**config.mk**
```make
export PLATFORM = sky130hd
export DESIGN_NAME = conv_top
export DESIGN_NICKNAME = d
export VERILOG_FILES = /design/src/source/conv_pkg.sv /design/src/source/conv_ctrl.sv /design/src/source/conv_top.sv /design/src/source/mac_requant.sv /design/src/source/window_fetch.sv
export SDC_FILE = /design/constraint.sdc
export NUM_CORES = 2
export LEC_CHECK = 0
export BUFFER_PORTS_ARGS = -buffer_cell sky130_fd_sc_hd__buf_2
export CORE_MARGIN = 10
export CORE_UTILIZATION = 59
export CTS_CLUSTER_DIAMETER = 150
export CTS_CLUSTER_SIZE = 25
export DETAILED_ROUTE_END_ITERATION = 6
export GPL_TIMING_DRIVEN = 1
export PLACE_DENSITY = 0.8
export SLEW_MARGIN = 20
export SYNTH_ARGS = -nofsm -noshare
export SYNTH_HDL_FRONTEND = slang
export SYNTH_SLANG_ARGS = --single-unit
```
**constraint.sdc**
```tcl
create_clock -name clk -period 10.24 [get_ports clk]
set_input_delay 2.56 -clock clk [delete_from_list [all_inputs] [get_ports clk]]
set_output_delay 2.56 -clock clk [all_outputs]
set_load 0.005 [all_outputs]
```
**src/source/conv_pkg.sv**
```systemverilog
package conv_pkg;

  // image and kernel limits
  localparam int max_row    = 16;
  localparam int max_kernel = 16;
  localparam int kcnt_w     = $clog2(max_kernel + 1);

  localparam int addr_w  = 12;
  localparam int dim_w   = 5;
  localparam int param_w = 16;
  localparam int taps    = 9;

  // requantize
  localparam int quant_shift = 5;
  localparam int quant_max   = 127;
  localparam int quant_min   = -128;

  typedef logic signed [7:0] pixel_t;
  typedef logic signed [7:0] weight_t;

  // entry 0 in the low byte
  typedef weight_t [3:0] codebook_t;

  // tap 0 top-left, tap 4 center, tap 8 bottom-right
  typedef pixel_t  [taps-1:0] window_t;
  typedef weight_t [taps-1:0] kernel_t;

  // 2-bit codebook index per tap
  typedef logic [taps-1:0][1:0] wsel_t;

  typedef logic signed [15:0] bias_t;
  typedef logic signed [19:0] acc_t;

  typedef struct packed {
    logic              rd;
    logic [addr_w-1:0] addr;
  } mem_req_t;

  typedef struct packed {
    logic [addr_w-1:0] addr;
    pixel_t            data;
  } out_wr_t;

endpackage

```
**src/source/conv_ctrl.sv**
```systemverilog
`timescale 1ns/1ns

module conv_ctrl import conv_pkg::*; (
  input  logic               clk,
  input  logic               rst,
  input  logic               start,
  input  codebook_t          codebook,
  input  logic [param_w-1:0] param_rdata,
  input  bias_t              bias_rdata,
  input  wsel_t              weight_rdata,
  output mem_req_t           param_req,
  output mem_req_t           bias_req,
  output mem_req_t           weight_req,
  output logic               sweep_start,
  output logic [dim_w-1:0]   num_row,
  output kernel_t            kernel,
  output bias_t              bias,
  input  logic               sweep_done,
  output logic               done
);

  enum logic [2:0] {st_idle, st_param, st_kload, st_sweep, st_drain, st_done} state;

  logic [1:0]        phase;
  logic [kcnt_w-1:0] num_kernel;
  logic [kcnt_w-1:0] kernel_idx;
  codebook_t         cb;

  always_ff @(posedge clk or negedge rst) begin
    if (!rst) begin
      state      <= st_idle;
      phase      <= '0;
      kernel_idx <= '0;
    end else begin
      case (state)
        st_idle: begin
          phase <= '0;
          if (start) state <= st_param;
        end
        st_param: begin
          if (phase == 2'd2) begin
            state      <= st_kload;
            phase      <= '0;
            kernel_idx <= '0;
          end else begin
            phase <= phase + 1'b1;
          end
        end
        st_kload: begin
          if (phase == 2'd2) begin
            state <= st_sweep;
            phase <= '0;
          end else begin
            phase <= phase + 1'b1;
          end
        end
        st_sweep: begin
          if (sweep_done) state <= st_drain;
        end
        // two cycles for the last window to leave the pipeline
        st_drain: begin
          if (phase == 2'd1) begin
            phase <= '0;
            if (kernel_idx == num_kernel - 1'b1) begin
              state <= st_done;
            end else begin
              kernel_idx <= kernel_idx + 1'b1;
              state      <= st_kload;
            end
          end else begin
            phase <= phase + 1'b1;
          end
        end
        default: state <= st_idle;
      endcase
    end
  end

  // image parameters, words 0 and 1
  always_ff @(posedge clk or negedge rst) begin
    if (!rst) begin
      num_row    <= '0;
      num_kernel <= '0;
    end else if (state == st_param) begin
      if (phase == 2'd1) num_row <= param_rdata[dim_w-1:0];
      if (phase == 2'd2) num_kernel <= param_rdata[kcnt_w-1:0];
    end
  end

  always_ff @(posedge clk) begin
    if (state == st_idle && start) cb <= codebook;
    if (state == st_kload && phase == 2'd1) begin
      bias <= bias_rdata;
      // codebook lookup per tap
      for (int k = 0; k < taps; k++) begin
        kernel[k] <= cb[weight_rdata[k]];
      end
    end
  end

  always_comb begin
    param_req.rd   = (state == st_param) && (phase != 2'd2);
    param_req.addr = addr_w'(phase);
    bias_req.rd    = (state == st_kload) && (phase == 2'd0);
    bias_req.addr  = addr_w'(kernel_idx);
    weight_req     = bias_req;
  end

  assign sweep_start = (state == st_kload) && (phase == 2'd2);
  assign done        = (state == st_done);

  a_row_range: assert property (@(posedge clk) disable iff (!rst)
    (state == st_param && phase == 2'd1) |=> (num_row >= 1 && num_row <= max_row));

endmodule

```
**src/source/conv_top.sv**
```systemverilog
`timescale 1ns/1ns

module conv_top import conv_pkg::*; (
  input  logic               clk,
  input  logic               rst,
  input  logic               start,
  input  codebook_t          codebook,
  input  logic [param_w-1:0] param_rdata,
  input  bias_t              bias_rdata,
  input  wsel_t              weight_rdata,
  input  pixel_t             pixel_rdata,
  output mem_req_t           param_req,
  output mem_req_t           bias_req,
  output mem_req_t           weight_req,
  output mem_req_t           pixel_req,
  output logic               out_wr_valid,
  output out_wr_t            out_wr,
  output logic               done
);

  logic             sweep_start;
  logic             sweep_done;
  logic [dim_w-1:0] num_row;
  kernel_t          kernel;
  bias_t            bias;
  logic             win_valid;
  window_t          window;

  conv_ctrl u_ctrl (
    .clk          (clk),
    .rst          (rst),
    .start        (start),
    .codebook     (codebook),
    .param_rdata  (param_rdata),
    .bias_rdata   (bias_rdata),
    .weight_rdata (weight_rdata),
    .param_req    (param_req),
    .bias_req     (bias_req),
    .weight_req   (weight_req),
    .sweep_start  (sweep_start),
    .num_row      (num_row),
    .kernel       (kernel),
    .bias         (bias),
    .sweep_done   (sweep_done),
    .done         (done)
  );

  window_fetch u_fetch (
    .clk         (clk),
    .rst         (rst),
    .sweep_start (sweep_start),
    .num_row     (num_row),
    .pixel_req   (pixel_req),
    .pixel_rdata (pixel_rdata),
    .win_valid   (win_valid),
    .window      (window),
    .sweep_done  (sweep_done)
  );

  mac_requant u_mac (
    .clk          (clk),
    .rst          (rst),
    .start        (start),
    .win_valid    (win_valid),
    .window       (window),
    .kernel       (kernel),
    .bias         (bias),
    .out_wr_valid (out_wr_valid),
    .out_wr       (out_wr)
  );

endmodule

```
**src/source/mac_requant.sv**
```systemverilog
`timescale 1ns/1ns

module mac_requant import conv_pkg::*; (
  input  logic    clk,
  input  logic    rst,
  input  logic    start,
  input  logic    win_valid,
  input  window_t window,
  input  kernel_t kernel,
  input  bias_t   bias,
  output logic    out_wr_valid,
  output out_wr_t out_wr
);

  logic signed [15:0] prod [taps];
  logic               s1_valid;
  logic [addr_w-1:0]  wr_addr;
  acc_t               acc;
  acc_t               acc_sh;
  pixel_t             q;

  // stage 1
  always_ff @(posedge clk) begin
    if (win_valid) begin
      for (int k = 0; k < taps; k++) begin
        prod[k] <= window[k] * kernel[k];
      end
    end
  end

  always_comb begin
    acc = acc_t'(bias);
    for (int k = 0; k < taps; k++) begin
      acc = acc + acc_t'(prod[k]);
    end
  end

  assign acc_sh = acc >>> quant_shift;

  // negative results round up by one
  always_comb begin
    if (!acc[$bits(acc_t)-1]) begin
      q = (acc_sh > quant_max) ? pixel_t'(quant_max) : acc_sh[7:0];
    end else if (acc_sh < quant_min) begin
      q = pixel_t'(quant_min);
    end else begin
      q = acc_sh[7:0] + 1'b1;
    end
  end

  always_ff @(posedge clk or negedge rst) begin
    if (!rst) begin
      s1_valid     <= 1'b0;
      out_wr_valid <= 1'b0;
      wr_addr      <= '0;
    end else begin
      s1_valid     <= win_valid;
      out_wr_valid <= s1_valid;
      if (start) wr_addr <= '0;
      else if (s1_valid) wr_addr <= wr_addr + 1'b1;
    end
  end

  // stage 2
  always_ff @(posedge clk) begin
    if (s1_valid) begin
      out_wr.addr <= wr_addr;
      out_wr.data <= q;
    end
  end

  // bias is added one cycle after the window is taken
  a_bias_stable: assert property (@(posedge clk) disable iff (!rst)
    win_valid |=> $stable(bias));

endmodule

```
**src/source/window_fetch.sv**
```systemverilog
`timescale 1ns/1ns

module window_fetch import conv_pkg::*; (
  input  logic             clk,
  input  logic             rst,
  input  logic             sweep_start,
  input  logic [dim_w-1:0] num_row,
  output mem_req_t         pixel_req,
  input  pixel_t           pixel_rdata,
  output logic             win_valid,
  output window_t          window,
  output logic             sweep_done
);

  enum logic [1:0] {st_idle, st_fetch, st_cap, st_emit} state;

  logic [dim_w-1:0]  x;
  logic [dim_w-1:0]  y;
  logic [dim_w-1:0]  nx;
  logic [dim_w-1:0]  ny;
  logic [dim_w-1:0]  last_pos;
  logic [1:0]        r;
  logic [1:0]        r_first;
  logic [1:0]        r_last;
  logic [1:0]        nr_first;
  logic              colsel;
  logic              need_read;
  logic              advance;
  logic              cap_valid;
  logic [3:0]        cap_tap;
  logic [addr_w-1:0] rd_row;

  assign last_pos = num_row - 1'b1;

  // window rows that fall inside the image
  assign r_first = (y == '0) ? 2'd1 : 2'd0;
  assign r_last  = (y == last_pos) ? 2'd1 : 2'd2;

  assign win_valid  = (state == st_emit);
  assign sweep_done = (state == st_emit) && (x == last_pos) && (y == last_pos);
  assign advance    = (state == st_idle && sweep_start) || (state == st_emit && !sweep_done);

  // next pixel in raster order
  always_comb begin
    if (state == st_idle) begin
      nx = '0;
      ny = '0;
    end else if (x == last_pos) begin
      nx = '0;
      ny = y + 1'b1;
    end else begin
      nx = x + 1'b1;
      ny = y;
    end
  end

  assign nr_first = (ny == '0) ? 2'd1 : 2'd0;
  // right column past the edge means no reads at all
  assign need_read = (nx == '0) || (nx < last_pos);

  assign rd_row = addr_w'(y) + addr_w'(r) - 1'b1;

  always_comb begin
    pixel_req.rd   = (state == st_fetch);
    pixel_req.addr = rd_row * addr_w'(num_row) + addr_w'(x) + addr_w'(colsel);
  end

  always_ff @(posedge clk or negedge rst) begin
    if (!rst) begin
      state     <= st_idle;
      x         <= '0;
      y         <= '0;
      r         <= '0;
      colsel    <= 1'b0;
      cap_valid <= 1'b0;
    end else begin
      cap_valid <= (state == st_fetch);
      if (advance) begin
        x      <= nx;
        y      <= ny;
        colsel <= (nx != '0);
        r      <= nr_first;
        state  <= need_read ? st_fetch : st_emit;
      end else begin
        case (state)
          st_fetch: begin
            if (r == r_last) begin
              // first pixel of a row also loads column 1
              if (!colsel && last_pos != '0) begin
                colsel <= 1'b1;
                r      <= r_first;
              end else begin
                state <= st_cap;
              end
            end else begin
              r <= r + 1'b1;
            end
          end
          st_cap:  state <= st_emit;
          st_emit: state <= st_idle;
          default: state <= state;
        endcase
      end
    end
  end

  always_ff @(posedge clk) begin
    cap_tap <= 4'(r) * 4'd3 + 4'd1 + 4'(colsel);
  end

  always_ff @(posedge clk) begin
    if (cap_valid) begin
      window[cap_tap] <= pixel_rdata;
    end else if (advance) begin
      // clear at row start, else shift left and open an empty right column
      for (int row = 0; row < 3; row++) begin
        window[3*row]   <= (nx == '0) ? pixel_t'(0) : window[3*row+1];
        window[3*row+1] <= (nx == '0) ? pixel_t'(0) : window[3*row+2];
        window[3*row+2] <= pixel_t'(0);
      end
    end
  end

  a_addr_range: assert property (@(posedge clk) disable iff (!rst)
    pixel_req.rd |-> pixel_req.addr < addr_w'(num_row) * addr_w'(num_row));

endmodule
```
# [Yosys cells after proc, flatten, opt, wreduce, memory -nomap -nowiden]
# Memory sizes are Yosys's and may differ from the RTL's.
# Cells that the tools add are included.
[totals] reg_bits=266 ram_bits=144 inputBits=93 output_inout_bits=74 word_cells=223 n_memories=1
[op_classes] addsub=24 n_mul=11 order_cmp=14 n_eq_ne=24 muxes=70 reduce_logical=39
[mem_list] memory="u_mac.prod" depth=9 word_bits=16 rd=9 rd_ports_with_merged_regs=0 write_ports=9 line_no="mac_requant.sv:15" rtl="logic signed [15:0] prod [taps];"
[ops] operator="2-to-1 mux 8 bit" n=19
[ops] operator="binary-select mux 8 bit (select 2 bit)" n=9
[ops] operator="multiplier 8 x 8 -> 16 bit" n=9
[ops] operator="2-to-1 mux 72 bit" n=2
[ops] operator="adder 20 x 16 -> 20 bit" n=7
[ops] operator="bitwise mux 72 bit" n=1
[ops] operator="2-to-1 mux 5 bit" n=7
[ops] operator="demux 8 bit (select 4 bit)" n=1
[ops] operator="less-than comparator 2 x 3 -> 1 bit, second input constant" n=9
[ops] operator="2-to-1 mux 12 bit" n=2
[ops] operator="2-to-1 mux 2 bit" n=11
[ops] operator="adder 17 x 16 -> 18 bit" n=1
[ops] operator="2-to-1 mux 3 bit" n=6
[ops] operator="adder 16 x 16 -> 17 bit" n=1
[ops] operator="adder 5 x 1 -> 5 bit, second input constant" n=3
[ops] operator="== test 5 bit" n=3
[ops] operator="greater-than comparator 15 x 8 -> 1 bit, second input constant" n=1
[ops] operator="zero test 5 bit" n=3
[ops] operator="less-than comparator 15 x 8 -> 1 bit, second input constant" n=1
[ops] operator="case mux 3 bit (5 select lines)" n=1
[ops] operator="adder 12 x 1 -> 12 bit" n=1
[ops] operator="adder 12 x 1 -> 12 bit, second input constant" n=1
[ops] operator="adder 12 x 5 -> 12 bit" n=1
[ops] operator="multiplier 12 x 5 -> 12 bit" n=1
[ops] operator="38 further kinds" n=81

# [Longest topological paths before layout]
# An unclocked memory read counts as a cell.
[depth] ltp_word=13 ltp_mapped=31 depth_no_buf=31

# [By module]
# From an unflattened synthesis, not the netlist that was laid out.
[unflattened] cells_unflattened=4101 area_unflattened_um2=44916.8
[modules_own_cells] mod="mac_requant" n_inst=1 cells_per_inst=3123 area_per_inst_um2=31657.9 seq_area_each_um2=5275.1
[modules_own_cells] mod="conv_ctrl" n_inst=1 cells_per_inst=370 area_per_inst_um2=6706.4 seq_area_each_um2=4103.9
[modules_own_cells] mod="window_fetch" n_inst=1 cells_per_inst=608 area_per_inst_um2=6552.5 seq_area_each_um2=2642.5

# [Worst setup path after synthesis]
# Ideal clock, no wire load.
[synth_timing] path_kind="register -> register" startpoint="register u_ctrl.state[0] in the netlist's numbering" endpoint="register u_ctrl.bias[0] (enable)" setup_time_ns=0.751 arrival_ns=9.022 required_ns=9.489 slack_ns=0.467 stages_incl_launch_ff=3 path_buffers=1 synth_period_minus_slack_ns=9.773 path_cell_list="dfrtp_1 -> clkbuf_1 -> nor4_1"
[synth_between] elab_chain_cells=2
[synth_lines] element="start, declared" line_no="conv_ctrl.sv:22" rtl="enum logic [2:0] {st_idle, st_param, st_kload, st_sweep, st_drain, st_done} state;"
[synth_lines] element="start signal, assigned" line_no="conv_ctrl.sv:31" rtl="state <= st_idle;"
[synth_lines] element="start signal, assigned" line_no="conv_ctrl.sv:38" rtl="if (start) state <= st_param;"
[synth_lines] element="start signal, assigned" line_no="conv_ctrl.sv:42" rtl="state <= st_kload;"
[synth_lines] element="== test 3 x 2 -> 1 bit" line_no="conv_ctrl.sv:92" rtl="if (state == st_kload && phase == 2'd1) begin"
[synth_lines] element="logical AND 1 bit" line_no="conv_ctrl.sv:92"
[synth_lines] element="end signal, assigned" line_no="conv_ctrl.sv:93" rtl="bias <= bias_rdata;"
[synth_lines] element="end, declared" line_no="conv_ctrl.sv:17" rtl="output bias_t bias,"
# Every way passes these cells.
# A chain may end at the register's enable or synchronous reset.

==> results.txt <==
Critical Path AT -> 6.20 ns
slew margin rel. -> 24.34%
Slew Viols, Final -> 0
adder-cell share of the synthesized area -> 38.05%
Core ar. -> 75820 um2
via count -> 29310
Crit path top cell by count -> fa_1
Final HPWL DP -> 85.64 mm
drt wl/cell -> 20.07 um
WHS Endpoint -> u_mac.out_wr[19]
Worst R2R Path Depth -> 29
fraction of synthesized area in multiplexers -> 4.252%
CTS tree -> done
grt ovf -> 0
final hold vios -> 0
Clock Path Buffers -> 3
Clk pin slew, worst setup/hold paths -> 0.10 ns
crit path kind -> register to output pin
hold bufs inserted after CTS -> 0
vias in the first global route -> 30630
Post-synth EDFFs -> 356
I/O pin cnt -> 167
Worst setup SP type -> register
DRT iter0 DRCs -> 2592
Initial Util -> 59.33%
GRT Total Usage -> 24.37%
FMAX -> 114.1 MHz
drt first pass iters -> 6
CP cell instances -> ha_1, fa_1, xor2_1, or3_1, xnor2_1, xnor2_1, and2_1, fa_1, inv_1, fa_1, inv_1, fa_1, ha_1, a21oi_1, o21bai_1, a21oi_1, o21bai_1, a21oi_1, o21ai_0, xnor2_1, buf_2
port bufs -> 131
setup violators final -> 0
Total Wirelength -> 104.0 mm
Die Y -> 296.1 um
xor and xnor fraction of the mapped netlist area -> 4.269%
Hold Crit Start -> u_mac.wr_addr[11]
hold crit path type -> register to register
largest family of logic cells by synthesized area -> adder cells
# DRC -> 0
Worst-Skew Late Latency -> 0.57 ns
CP peak stage delay -> 0.54 ns
WHS Path Cells -> 0
Rows -> 101
Area Overhead vs Synth -> 4.658%
Post-CTS Resized -> 0
max_cap viols -> 0
Max Clock Skew -> 0.02959 ns
most common cell after layout, fill and taps aside -> inv_1
Crit-path slowest cell -> fa_1
first-pass GRT wire length -> 166.5 mm
cell area after layout -> 47090 um2
reg-to-reg setup timing slack -> 2.56 ns
TNS Setup -> 0 ns
Mean Syn Cell Area -> 10.90 um2
layout cells sized above 1 -> 6.830%
R2R Path Start -> u_ctrl.bias[1]
register area share after synthesis -> 26.72%
Tcrit/Tclk final -> 85.59%
Async SR Flop Fraction -> 12.20%
measured slew at the worst slew-check pin -> 1.135 ns
flop and latch count out of synthesis -> 410
Worst Setup End Kind -> output pin
Main synth FF type -> edfxtp_1
CTS sink cnt -> 410
post-place instance area -> 46500 um2
worst r2r dst -> u_mac.out_wr[3]
Post-Synth Simple-Gate Area -> 12.34%
Die ar. -> 87700 um2
most frequent cells in the layout -> 867 x inv_1, 645 x fa_1, 370 x and2_1
post-route ant nets -> 0
die width -> 296.1 um
Root Driver -> clkbuf_16
Synth cell types -> 93
H-tree Lvls -> 1
vias per cell -> 5.652
post-synthesis compound-gate area fraction -> 5.782%
gpl congestion -> 0.9370
synthesized cell area -> 44990 um2
Syn Inst Count -> 4128
largest net degree at the start of global routing -> 79
Tmin final -> 8.765 ns
RSZ-0062 raised after global routing -> no
Worst EP required -> 7.68 ns
total number of yosys warnings -> 0
antenna violations before repair -> 25
worst-path maximum fanout -> 9
Num CTS Buffers -> 20
status -> complete, no violations
Post-CTS Setup Repair Bufs -> 0
NumNets Final -> 5269
[cell families (layout without fill, tap and decap cells)]
logic type | after synthesis | count (layout)
compound gates | 379 | 379
xor+xnor | 210 | 210
fa+ha+maj | 981 | 981
buf+inv | 991 | 1042
flops | 410 | 410
mux | 100 | 100
other cells | 1 | 29
simple gates | 1056 | 1056
[stage by stage]
step,worst slack [ns],std cells,hold slack [ns],util [%]
global route,1.110,5183,0.5087,62.09
detailed placement,2.173,5151,0.4684,61.33
floorplan,0.4674,4151,0.4444,-
global placement,2.189,5150,0.4618,61.30
finish,1.475,5185,0.4911,62.10
CTS,1.515,5180,0.4920,62.08
[critical path, delay by kind of cell, from the launching register on]
family	cells	cell delay (ns)
adders and majority gates	6	2.50
and+or+nand+nor	2	0.62
buffers and inverters	3	0.25
AOI/OAI and AO/OA	6	0.99
xor gates and xnor gates	4	0.77
DFF	1	0.51
[sequential cells by signal (all words and copies together) (netlist names), 12 cells and up]
| name | count |
|---|---|
| u_ctrl.cb | 32 |
| u_mac.prod | 144 |
| u_fetch.window | 72 |
| u_ctrl.kernel | 72 |
| u_ctrl.bias | 16 |
| u_mac.out_wr | 20 |
| u_mac.wr_addr | 12 |
[layout make-up]
class	count	area [um2]
tap	978	1224
clock inverter	1	16.27
multi-input combinational	2750	29230
antenna	5	12.51
timing repair buffer	145	773.2
fill	5810	28740
inverter	868	3258
sequential	410	12020
clock buffer	28	551.8
[cell usage after synthesis, types with 6 or more instances]
cell type | number | area share, %
a22o_1 | 49 | 0.95
xor2_1 | 41 | 0.80
o211ai_1 | 11 | 0.18
fa_1 | 645 | 29
edfxtp_1 | 356 | 24
a21o_1 | 19 | 0.32
nor3_1 | 25 | 0.28
o21a_1 | 11 | 0.18
o21ai_0 | 81 | 0.90
nand2b_1 | 82 | 1.1
nand4_1 | 7 | 0.097
and2_1 | 371 | 5.2
or4_1 | 8 | 0.13
clkbuf_1 | 68 | 0.57
a21oi_1 | 79 | 0.88
o41ai_1 | 10 | 0.19
mux2i_1 | 19 | 0.42
inv_1 | 867 | 7.2
buf_4 | 33 | 0.55
mux4_2 | 72 | 3.6
xnor2_1 | 163 | 3.2
a31oi_1 | 6 | 0.083
nand3_1 | 36 | 0.40
or3_1 | 6 | 0.083
nor2b_1 | 32 | 0.44
nand2_1 | 294 | 2.5
o31a_1 | 9 | 0.18
nor2_1 | 147 | 1.2
o21bai_1 | 15 | 0.25
ha_1 | 336 | 9.3
mux2_2 | 9 | 0.23
buf_1 | 16 | 0.13
a21boi_0 | 51 | 0.85
dfrtp_1 | 50 | 2.8
[worst max-delay path by stage]
stage,start,slack (ns),cells past startpoint,end
after floorplan,u_ctrl.state[0],0.47,2,u_ctrl.bias[0]
after global placement,u_fetch.y[0],2.19,21,pixel_req[11]
after detailed placement,u_fetch.y[0],2.17,21,pixel_req[11]
after CTS,u_fetch.y[0],1.51,21,pixel_req[11]
after global routing,u_fetch.y[0],1.11,21,pixel_req[11]
final,u_fetch.y[0],1.48,21,pixel_req[11]
[per-layer routing]
layer	routed length (um)	track usage, %	up-vias
li1	-	-	13200
met1	42270	32.96	14690
met2	47890	38.72	1136
met3	9507	5.328	250
met4	4204	8.353	30
met5	177	0	-
Power is left out: the tool's default activity adds up to more than one toggle a clock period on the data nets, which glitch-free logic cannot reach.
